===== config.mk =====
export PLATFORM = sky130hd
export DESIGN_NAME = dot_matrix_top
export DESIGN_NICKNAME = d
export VERILOG_FILES = /design/src/verilog/dot_matrix_pkg.sv /design/src/verilog/glyph_bus_if.sv /design/src/verilog/glyph_rom.sv /design/src/verilog/glyph_arbiter.sv /design/src/verilog/panel_scan.sv /design/src/verilog/dot_matrix_top.sv
export SDC_FILE = /design/constraint.sdc
export NUM_CORES = 1
export LEC_CHECK = 0
export BUFFER_PORTS_ARGS = -buffer_cell sky130_fd_sc_hd__buf_2
export CAP_MARGIN = 20
export CORE_UTILIZATION = 25
export CTS_CLUSTER_DIAMETER = 150
export DETAILED_ROUTE_END_ITERATION = 8
export PLACE_DENSITY_LB_ADDON = 0.05
export SLEW_MARGIN = 0
export SYNTH_ARGS = -nofsm -noshare
export SYNTH_HDL_FRONTEND = slang
export SYNTH_SLANG_ARGS = --single-unit

===== constraint.sdc =====
create_clock -name clk -period 6.1 [get_ports clk]
set_clock_uncertainty 0.2 [all_clocks]
set_input_delay 0.305 -clock clk [delete_from_list [all_inputs] [get_ports clk]]
set_output_delay 0.305 -clock clk [all_outputs]
set_load 0.1 [all_outputs]

===== src/verilog/dot_matrix_pkg.sv =====
package dot_matrix_pkg;

    // panel geometry
    localparam int NUM_ROWS = 8;
    localparam int NUM_COLS = 8;   // also bits per colour plane

    // glyph table
    localparam int NUM_GLYPHS = 12;
    localparam int GLYPH_W    = 4;
    localparam int ROW_W      = 3;

    // rom word is {red, green}, address is {glyph, row}
    localparam int ROM_ADDR_W = GLYPH_W + ROW_W;
    localparam int ROM_DATA_W = 2 * NUM_COLS;

endpackage


===== src/verilog/glyph_bus_if.sv =====
`timescale 1ns/100ps

interface glyph_bus_if
    import dot_matrix_pkg::*;
();
    logic                  req;
    logic [GLYPH_W-1:0]    rd_glyph;
    logic [ROW_W-1:0]      rd_row;
    logic                  gnt;       // one-cycle pulse
    logic [ROM_DATA_W-1:0] rd_data;
    logic                  rd_valid;  // one cycle after gnt

    modport scanner (
        output req,
        output rd_glyph,
        output rd_row,
        input  gnt,
        input  rd_data,
        input  rd_valid
    );

    modport arbiter (
        input  req,
        input  rd_glyph,
        input  rd_row,
        output gnt,
        output rd_data,
        output rd_valid
    );

endinterface


===== src/verilog/glyph_rom.sv =====
`timescale 1ns/100ps

module glyph_rom
    import dot_matrix_pkg::*;
(
    input  logic                  clk,
    input  logic                  rst,
    input  logic [ROM_ADDR_W-1:0] rom_addr,
    output logic [ROM_DATA_W-1:0] rom_data
);

    logic [GLYPH_W-1:0]  glyph;
    logic [ROW_W-1:0]    row;
    logic [NUM_COLS-1:0] green;
    logic [NUM_COLS-1:0] red;

    assign glyph = rom_addr[ROM_ADDR_W-1 -: GLYPH_W];
    assign row   = rom_addr[ROW_W-1:0];

    always_comb
    begin
        green = '0;
        case (glyph)
            4'd0:
                case (row)
                    3'd2, 3'd5: green = 8'b0001_1000;
                    3'd3, 3'd4: green = 8'b0011_1100;
                    default:    green = '0;
                endcase
            4'd1:
                case (row)
                    3'd2, 3'd5: green = 8'b0011_1000;
                    3'd3, 3'd4: green = 8'b0111_1100;
                    default:    green = '0;
                endcase
            4'd2:
                case (row)
                    3'd2, 3'd5: green = 8'b0011_1100;
                    3'd3, 3'd4: green = 8'b0111_1110;
                    default:    green = '0;
                endcase
            4'd3:
                case (row)
                    3'd1, 3'd6:             green = 8'b0011_1100;
                    3'd2, 3'd3, 3'd4, 3'd5: green = 8'b0111_1110;
                    default:                green = '0;
                endcase
            4'd4:
                case (row)
                    3'd0, 3'd7: green = 8'b0011_1100;
                    3'd1, 3'd6: green = 8'b0111_1110;
                    default:    green = 8'b1111_1111;
                endcase
            4'd5: green = 8'b1111_1111;  // full panel
            4'd6:
                case (row)
                    3'd0: green = 8'b1100_0011;
                    3'd1: green = 8'b1110_0011;
                    3'd2: green = 8'b1111_0001;
                    3'd3: green = 8'b1110_0011;
                    3'd4: green = 8'b1100_0111;
                    3'd5: green = 8'b1110_0111;
                    3'd6: green = 8'b1111_0111;
                    default: green = 8'b1111_1011;
                endcase
            4'd7:
                case (row)
                    3'd1: green = 8'b0000_0001;
                    3'd2: green = 8'b1000_0001;
                    3'd3: green = 8'b1100_0011;
                    3'd4: green = 8'b1000_0011;
                    3'd5: green = 8'b1100_0111;
                    3'd6: green = 8'b1110_0111;
                    3'd7: green = 8'b1111_0011;
                    default: green = '0;
                endcase
            4'd8:
                case (row)
                    3'd1: green = 8'b0011_1000;
                    3'd2: green = 8'b0100_0100;
                    3'd3: green = 8'b0101_1010;
                    3'd4: green = 8'b0100_1010;
                    3'd5: green = 8'b0011_0010;
                    3'd6: green = 8'b1100_0100;
                    3'd7: green = 8'b0011_1000;
                    default: green = '0;
                endcase
            4'd9:
                case (row)
                    3'd2: green = 8'b0110_0000;
                    3'd3: green = 8'b1111_1100;
                    3'd4: green = 8'b0011_1111;
                    3'd5: green = 8'b0011_1110;
                    3'd6: green = 8'b0001_1100;
                    default: green = '0;
                endcase
            4'd10:
                case (row)
                    3'd2:       green = 8'b0001_1000;
                    3'd3:       green = 8'b0011_1100;
                    3'd4, 3'd5: green = 8'b0111_1110;
                    3'd6:       green = 8'b0010_0100;
                    default:    green = '0;
                endcase
            4'd11:
                case (row)
                    3'd0: green = 8'b1110_0000;
                    3'd1: green = 8'b0110_0000;
                    3'd2: green = 8'b1110_0000;
                    3'd3: green = 8'b0011_0000;
                    3'd4: green = 8'b0011_0001;
                    3'd5: green = 8'b0011_0011;
                    3'd6: green = 8'b0011_1110;
                    default: green = 8'b0001_1100;
                endcase
            default: green = '0;  // unused glyph numbers show blank
        endcase
    end

    // most glyphs light red on the same dots as green
    always_comb
    begin
        red = green;
        case (glyph)
            4'd8:
                case (row)
                    3'd2:       red = 8'b0011_1000;
                    3'd3, 3'd4: red = 8'b0010_0100;
                    3'd5:       red = 8'b0001_1000;
                    default:    red = '0;
                endcase
            4'd10: red = '0;
            4'd11:
                case (row)
                    3'd0, 3'd2: red = 8'b0000_0111;
                    3'd1:       red = 8'b0000_0110;
                    3'd3:       red = 8'b0000_1100;
                    3'd4:       red = 8'b1000_1100;
                    3'd5:       red = 8'b1100_1100;
                    3'd6:       red = 8'b0111_1100;
                    default:    red = 8'b0011_1000;
                endcase
            default: red = green;
        endcase
    end

    always_ff @(posedge clk or posedge rst)
    begin
        if (rst)
            rom_data <= '0;
        else
            rom_data <= {red, green};
    end

endmodule


===== src/verilog/glyph_arbiter.sv =====
`timescale 1ns/100ps

module glyph_arbiter
    import dot_matrix_pkg::*;
(
    input  logic                  clk,
    input  logic                  rst,
    input  logic [ROM_DATA_W-1:0] rom_data,
    glyph_bus_if.arbiter          client_a,
    glyph_bus_if.arbiter          client_b,
    output logic [ROM_ADDR_W-1:0] rom_addr
);

    logic last_b;   // b got the previous grant
    logic gnt_a;
    logic gnt_b;
    logic vld_a;
    logic vld_b;

    // a single requester wins at once, a tie goes to whoever waited
    assign gnt_a = client_a.req && (!client_b.req || last_b);
    assign gnt_b = client_b.req && (!client_a.req || !last_b);

    assign rom_addr = gnt_b ? {client_b.rd_glyph, client_b.rd_row}
                            : {client_a.rd_glyph, client_a.rd_row};

    always_ff @(posedge clk or posedge rst)
    begin
        if (rst)
        begin
            last_b <= 1'b0;
            vld_a  <= 1'b0;
            vld_b  <= 1'b0;
        end
        else
        begin
            if (gnt_a)
                last_b <= 1'b0;
            else if (gnt_b)
                last_b <= 1'b1;
            vld_a <= gnt_a;   // rom answers next cycle
            vld_b <= gnt_b;
        end
    end

    assign client_a.gnt      = gnt_a;
    assign client_b.gnt      = gnt_b;
    assign client_a.rd_data  = rom_data;
    assign client_b.rd_data  = rom_data;
    assign client_a.rd_valid = vld_a;
    assign client_b.rd_valid = vld_b;

    // loser of a tie is served on the next cycle
    a_tie_served: assert property (@(posedge clk) disable iff (rst)
        client_a.req && client_b.req
        |=> (client_a.gnt || !client_a.req) && (client_b.gnt || !client_b.req));

    // data only comes back once the client has dropped its request
    a_valid_idle: assert property (@(posedge clk) disable iff (rst)
        !(client_a.rd_valid && client_a.req) && !(client_b.rd_valid && client_b.req));

endmodule


===== src/verilog/panel_scan.sv =====
`timescale 1ns/100ps

module panel_scan
    import dot_matrix_pkg::*;
#(
    parameter int ROW_HOLD = 4
)
(
    input  logic               clk,
    input  logic               rst,
    input  logic               st,
    input  logic               temp,
    input  logic [GLYPH_W-1:0] glyph,
    glyph_bus_if.scanner       bus,
    output logic [NUM_ROWS-1:0] row,
    output logic [NUM_COLS-1:0] colg,
    output logic [NUM_COLS-1:0] colr
);

    localparam int HOLD_W = (ROW_HOLD > 1) ? $clog2(ROW_HOLD) : 1;

    localparam logic [1:0] REQUEST = 2'd0;
    localparam logic [1:0] WAIT    = 2'd1;
    localparam logic [1:0] HOLD    = 2'd2;

    logic             blank;
    logic [1:0]       state;
    logic [HOLD_W-1:0] hold_cnt;
    logic             temp_q;
    logic [ROW_W-1:0] next_row;

    assign blank = rst || !st;   // st low blanks the panel at once

    assign next_row = (bus.rd_row == ROW_W'(NUM_ROWS - 1)) ? '0 : bus.rd_row + 1'b1;

    // rd_glyph doubles as the per-frame glyph latch
    always_ff @(posedge clk or posedge blank)
    begin
        if (blank)
        begin
            state        <= REQUEST;
            bus.req      <= 1'b0;
            bus.rd_glyph <= '0;
            bus.rd_row   <= '0;
            temp_q       <= 1'b0;
            hold_cnt     <= '0;
            row          <= '1;
            colg         <= '0;
            colr         <= '0;
        end
        else
        begin
            case (state)
                REQUEST:
                begin
                    if (!bus.req)
                    begin
                        bus.req      <= 1'b1;   // first row 0 after blanking
                        bus.rd_glyph <= glyph;
                        temp_q       <= temp;
                    end
                    else if (bus.gnt)
                    begin
                        bus.req <= 1'b0;
                        state   <= WAIT;
                    end
                end
                WAIT:
                begin
                    if (bus.rd_valid)
                    begin
                        row      <= ~(NUM_ROWS'(1) << bus.rd_row);
                        colg     <= bus.rd_data[NUM_COLS-1:0];
                        colr     <= temp_q ? bus.rd_data[ROM_DATA_W-1 -: NUM_COLS] : '0;
                        hold_cnt <= '0;
                        state    <= HOLD;
                    end
                end
                HOLD:
                begin
                    if (hold_cnt == HOLD_W'(ROW_HOLD - 1))
                    begin
                        bus.req    <= 1'b1;
                        bus.rd_row <= next_row;
                        if (next_row == '0)
                        begin
                            bus.rd_glyph <= glyph;   // new frame
                            temp_q       <= temp;
                        end
                        state <= REQUEST;
                    end
                    else
                        hold_cnt <= hold_cnt + 1'b1;
                end
                default: state <= REQUEST;
            endcase
        end
    end

    a_req_stable: assert property (@(posedge clk) disable iff (blank)
        bus.req && !bus.gnt |=> bus.req && $stable(bus.rd_glyph) && $stable(bus.rd_row));

    a_row_one_cold: assert property (@(posedge clk) $onehot0(~row));

endmodule


===== src/verilog/dot_matrix_top.sv =====
`timescale 1ns/100ps

module dot_matrix_top
    import dot_matrix_pkg::*;
#(
    parameter int ROW_HOLD = 4
)
(
    input  logic                clk,
    input  logic                rst,
    input  logic                st,
    input  logic                temp,
    input  logic [GLYPH_W-1:0]  glyph_a,
    input  logic [GLYPH_W-1:0]  glyph_b,
    output logic [NUM_ROWS-1:0] row_a,
    output logic [NUM_COLS-1:0] colg_a,
    output logic [NUM_COLS-1:0] colr_a,
    output logic [NUM_ROWS-1:0] row_b,
    output logic [NUM_COLS-1:0] colg_b,
    output logic [NUM_COLS-1:0] colr_b
);

    logic [ROM_ADDR_W-1:0] rom_addr;
    logic [ROM_DATA_W-1:0] rom_data;

    glyph_bus_if bus_a ();
    glyph_bus_if bus_b ();

    panel_scan #(.ROW_HOLD(ROW_HOLD)) u_scan_a (
        .clk   (clk),
        .rst   (rst),
        .st    (st),
        .temp  (temp),
        .glyph (glyph_a),
        .bus   (bus_a),
        .row   (row_a),
        .colg  (colg_a),
        .colr  (colr_a)
    );

    panel_scan #(.ROW_HOLD(ROW_HOLD)) u_scan_b (
        .clk   (clk),
        .rst   (rst),
        .st    (st),
        .temp  (temp),
        .glyph (glyph_b),
        .bus   (bus_b),
        .row   (row_b),
        .colg  (colg_b),
        .colr  (colr_b)
    );

    glyph_arbiter u_arb (
        .clk      (clk),
        .rst      (rst),
        .rom_data (rom_data),
        .client_a (bus_a),
        .client_b (bus_b),
        .rom_addr (rom_addr)
    );

    glyph_rom u_rom (
        .clk      (clk),
        .rst      (rst),
        .rom_addr (rom_addr),
        .rom_data (rom_data)
    );

endmodule


; After elaboration in Yosys (flattened, before gate mapping)
; Cells that the tools add are included.
[totals]
in_bits = 12
word_cells = 173
ff_bits = 93
output_inout_bits = 48
[classes]
n_mux = 62
eq_ne = 40
reduce_logical = 41
addsub = 4
n_shift = 2
bitwise = 2
[ops]
columns = op, n
row1 = $pmux 8 s6, 3
row2 = $pmux 8 s12, 1
row3 = $pmux 8 s7, 1
row4 = $pmux 7 s2, 3
row5 = $pmux 8 s5, 1
row6 = $pmux 6 s6, 1
row7 = $pmux 7 s4, 1
row8 = $mux 2, 12
row9 = $mux 4, 6
row10 = $pmux 8 s3, 1
row11 = $ne 2x1->1 const B, 10
row12 = $eq 3x3->1 const B, 6
row13 = $pmux 6 s3, 1
row14 = $eq 4x3->1 const B, 4
row15 = $eq 4x4->1 const B, 4
row16 = $mux 8, 2
row17 = $not 8->8, 2
row18 = $pmux 4 s2, 2
row19 = $pmux 8 s2, 1
row20 = $reduce_and 4->1, 4
row21 = $reduce_or 2->1, 8
row22 = $shl 1x3->8 const A, 2
row23 = $mux 1, 14
row24 = $pmux 2 s3, 2
row25 = 24 further kinds, 59

; Longest topological paths before layout
[logic_depth]
ltp_word = 9
mapped_depth = 10
mapped_depth_nobuf = 7

; Cells and area by module
; Synthesis repeated with hierarchy kept, for this count alone.
[unflattened]
cells_unflattened = 533
hier_area_um2 = 5107.4
[modules_own_cells]
columns = mod, area_per_inst_um2, instances, seq_area_each_um2, cells_per_inst
row1 = panel_scan, 1620.3, 2, 935.9, 152
row2 = glyph_rom, 1426.4, 1, 400.4, 181
row3 = glyph_arbiter, 440.4, 1, 75.1, 48

; Worst setup path after synthesis
; OpenSTA, ideal clock, no wires.
[synth_timing]
path_kind = register -> register
startpoint = register u_scan_a.bus.rd_row[1]
endpoint = register u_scan_a.bus.rd_glyph[0]
arrival_time_ns = 2.154
setup_ns = 0.125
path_buffers = 2
slack_ns = 3.621
synth_period_minus_slack_ns = 2.479
required_time_ns = 5.775
path_stages_with_launch = 9
cell_sequence = dfrtp_1 > buf_2 > buf_1 > inv_1 > ha_1 > o21bai_1 > nand3_1 > a21oi_1 > mux2_2
[synth_between]
elab_chain_len = 5
word_cells_on_any_way = 6
classes_between = 1 x add/sub / 2 x eq/ne / 1 x mux / 2 x reduce/logical
[synth_lines]
columns = item, line
row1 = "start, declared", glyph_bus_if.sv:16  ; output rd_row,
row2 = "start signal, assigned", panel_scan.sv:84  ; bus.rd_row <= next_row;
row3 = $add 3x1->3 / $eq 3x3->1 (equally long branches), panel_scan.sv:34  ; assign next_row = (bus.rd_row == ROW_W'(NUM_ROWS - 1)) ? '0 : bus.rd_row + 1'b1;
row4 = $mux 3 *, panel_scan.sv:34
row5 = $logic_not 3->1 *, panel_scan.sv:85  ; if (next_row == '0)
row6 = $ne 2x1->1 (no source line) *, -
row7 = $reduce_and 4->1 (no source line) *, -
row8 = "end signal, assigned", panel_scan.sv:59  ; bus.rd_glyph <= glyph;
row9 = "end signal, assigned", panel_scan.sv:87  ; bus.rd_glyph <= glyph;
row10 = "end, declared", glyph_bus_if.sv:15  ; output rd_glyph,
; Every way passes the cells marked *; elsewhere a longest branch is shown, timed or not.
; A chain may end at the register's enable or synchronous reset.

; Worst setup path in the final report
[layout_timing]
startpoint = register u_scan_a.bus.rd_row[0]
endpoint = register u_scan_a.temp_q
[layout_between]
elab_chain_len = 5
word_cells_on_any_way = 6
classes_between = 1 x add/sub / 2 x eq/ne / 1 x mux / 2 x reduce/logical
[layout_lines]
columns = item, line
row1 = $add 3x1->3 / $eq 3x3->1 (equally long branches), panel_scan.sv:34
row2 = $mux 3 *, panel_scan.sv:34
row3 = $logic_not 3->1 *, panel_scan.sv:85
row4 = $ne 2x1->1 (no source line) *, -
row5 = $reduce_and 4->1 (no source line) *, -
row6 = "end signal, assigned", panel_scan.sv:60  ; temp_q <= temp;
row7 = "end signal, assigned", panel_scan.sv:88  ; temp_q <= temp;
row8 = "end, declared", panel_scan.sv:29  ; logic temp_q;
; Marks and branches as above.

==> results.sh <==
export IMPL_crit_start="u_scan_a.bus.rd_row[0]"
export IMPL_drt_wl_total_mm=18.4
export IMPL_clockRootBuffer="clkbuf_16"
export IMPL_synthSimpleGateAreaFrac=0.250
export IMPL_drc=0
export IMPL_final_common_cell="nand2_1"
export IMPL_cap_violations=0
export IMPL_setup_ws_ns=2.76
export IMPL_drtPass1Iterations=5
export IMPL_io_pins=60
export IMPL_rows=53
export IMPL_start_util=0.258
export IMPL_finish_utilization=0.298
export IMPL_hold_viol=19
export IMPL_post_route_period_util=0.548
export IMPL_cts_tree="yes"
export IMPL_drive_gt1_frac=0.184
export IMPL_cts_sinks=93
export IMPL_first_iter_violations=365
export IMPL_fill_cells=2301
export IMPL_grt_overflow=0
export IMPL_pre_cts_slack_ns=2.80
export IMPL_holdWs_ns=-0.0252
export IMPL_grt_pass1_wl_mm=28.6
export IMPL_cp_required_ns=6.15
export IMPL_min_period_ns=3.34
export IMPL_synth_compound_area_frac=0.177
export IMPL_place_gp_congestion=0.948
export IMPL_fin_setup_tns_ns=0
export IMPL_antenna_found_initial=0
export IMPL_status="finished, violations left"
export IMPL_wire_per_inst_um=19.6
export IMPL_cts_buffers=9
export IMPL_synth_warnings=0
export IMPL_synthCells=623
export IMPL_leakage_nw=2.89
export IMPL_fp_dieW_um=150
export IMPL_drv_slew=0
export IMPL_yosys_most_used_dff="dfrtp_1"
export IMPL_post_synth_cell_area_avg_um2=8.83
export IMPL_clockBufferDepth=2
export IMPL_cts_resized=0
export IMPL_synth_top_area_share=0.350
export IMPL_core_area_mm2=0.0213
export IMPL_path_max_fanout=22
export IMPL_areaGrowthSynthToFinish_pct=15.4
export IMPL_fin_nets=693
export IMPL_htree_levels=3
export IMPL_synth_enable_flop_cells=0
export IMPL_arrival_ns=3.39
export IMPL_ys_seq_elements=93
export IMPL_irDropWorstVdd_mv=0.109
export IMPL_hold_path_class="in2async"
export IMPL_async_flop_share=1.00
export IMPL_vias=4761
export IMPL_portBuffers=59
export IMPL_synth_top_family_by_area="simple AND/OR/NAND/NOR gates"
export IMPL_powerDensity_mw_per_mm2=226
export IMPL_grt_setup_unrepaired="no"
export IMPL_synthAdderAreaFrac=0.0500
export IMPL_fmax_mhz=299
export IMPL_setup_viol=0
export IMPL_place_inst=913
export IMPL_synthDominantAreaCellType="dfrtp_1"
export IMPL_crit_path_start_kind="flop"
export IMPL_syn_area_mm2=0.00550
export IMPL_violations="negative hold slack"
export IMPL_worstSetupPathType="reg2reg"
export IMPL_max_slew_margin=0.343
export IMPL_layout_common_cells="nand2_1 (127), dfrtp_1 (77), buf_2 (59), nor2_1 (43), o21ai_0 (34)"
export IMPL_worst_slew_pin_slew_ns=0.985
export IMPL_ys_seq_area_frac=0.427
export IMPL_grt_max_degree=75
export IMPL_place_hpwl_mm=13.5
export IMPL_clk_pin_slew_ns=0.08
export IMPL_viasPerCell=5.07
export IMPL_grt_usage=0.170
export IMPL_synth_fp_nets=657
export IMPL_die_h_um=150
export IMPL_first_global_vias=4699
export IMPL_layoutNonFillerInstCount=939
export IMPL_synth_xor_area_share=0.00637
export IMPL_ant_nets=0
export IMPL_end_kind="flop"
export IMPL_synth_cell_type_count=75
export IMPL_yosys_top_cells_area="dfrtp_1 (35%), nand2_1 (8.7%), dfstp_2 (7.6%), ha_1 (5.0%), o21ai_0 (3.1%)"
export IMPL_num_antenna_cells=0
export IMPL_clk_latency_ns=0.36
export IMPL_worstReg2RegStart="u_scan_a.bus.rd_row[0]"
export IMPL_die_area_mm2=0.0226
export IMPL_muxShareOfSynthArea=0.0353
==> flip-flops by register name, summed over array words and instances (netlist names) <==
name,count
u_scan_b.bus.req,1
u_scan_b.colr,8
u_scan_a.state,2
u_rom.rom_data,16
u_arb.client_a.rd_valid,1
u_scan_b.row,8
u_scan_a.colg,8
u_scan_a.temp_q,1
u_scan_a.bus.rd_row,3
u_scan_a.row,8
u_scan_b.bus.rd_row,3
u_scan_b.temp_q,1
u_scan_b.bus.rd_glyph,4
u_scan_a.bus.rd_glyph,4
u_scan_b.hold_cnt,2
u_arb.client_b.rd_valid,1
u_scan_a.bus.req,1
u_scan_a.hold_cnt,2
u_scan_b.state,2
u_scan_b.colg,8
u_scan_a.colr,8
u_arb.last_b,1
==> timing repair <==
| item | 4_1_cts | 5_1_grt |
|---|---|---|
| hold buffers | 8 | 0 |
| setup endpoints to repair | 0 | 0 |
| buffers inserted | 0 | 0 |
| hold endpoints to repair | 8 | 0 |
==> worst max-delay path, stage by stage, from the launching register on <==
cell and delay (ns):
dfrtp_1 0.98, inv_1 0.35, ha_1 0.39, o21bai_1 0.15, nand3_1 0.12, a21oi_1 0.63
mux2_2 0.41
==> cells in the mapped netlist, types with 7 or more instances <==
cell type	n
a21oi_1	18
a31oi_1	16
buf_1	7
buf_2	14
clkbuf_1	20
dfrtp_1	77
dfstp_2	16
ha_1	22
inv_1	18
mux2_2	10
nand2_1	127
nand2b_1	12
nand3_1	31
nor2_1	43
nor2b_1	7
nor3_1	14
o21ai_0	34
o22ai_1	7
o31ai_1	7
or3_1	9
==> logic make-up after synthesis <==
group                    Yosys count
XOR/XNOR                           4
adder cells (fa/ha/maj)           22
AND/OR/NAND/NOR                  285
AO/OA/AOI/OAI                    138
buffers and inverters             65
flip-flops                        93
multiplexers                      16
==> report_power, final <==
group | internal, mW | switching [mW]
sequential | 0.642 | 0.0272
clock | 0.287 | 0.286
combinational | 0.0374 | 0.153
total | 0.966 | 0.466
==> final timing paths <==
check,to,slack [ns],cells past startpoint
max in group asynchronous,u_scan_b.bus.rd_row[0],4.92,3
worst max register to register,u_scan_a.temp_q,2.76,6
worst min-delay path,u_arb.client_a.rd_valid,-0.03,2
worst max-delay path,u_scan_a.temp_q,2.76,6
worst min register to register,u_scan_a.colr[4],0.26,2
min in group clk,u_scan_b.temp_q,0.10,2
==> layout make-up <==
| type | count | area [µm²] | area share |
|---|---|---|---|
| clock buffers | 9 | 225 | 0.0355 |
| multi-input cells | 465 | 2860 | 0.450 |
| clock inverters | 7 | 70.1 | 0.0110 |
| repair buffers | 70 | 425 | 0.0670 |
| well taps | 275 | 344 | 0.0542 |
| inverters | 20 | 77.6 | 0.0122 |
| flip-flops and latches | 93 | 2350 | 0.370 |
==> routing by layer <==
metal	GRT usage	wire length, µm	up-vias
li1	-	-	2270
met1	0.236	8900	2340
met2	0.265	8460	125
met3	0.0273	646	26
met4	0.0636	389	0
met5	0	0	-
==> metrics by stage <==
stage	hold slack [ns]	total power [mW]	instance area [µm²]
6_report	-0.0252	1.43	6350
5_1_grt	0.0432	1.50	6350
4_1_cts	0.0136	1.46	6310
3_5_place_dp	0.251	0.870	5930
3_3_place_gp	0.252	0.870	5930
2_1_floorplan	0.0561	0.823	5500
(Power assumes the default switching activity.)
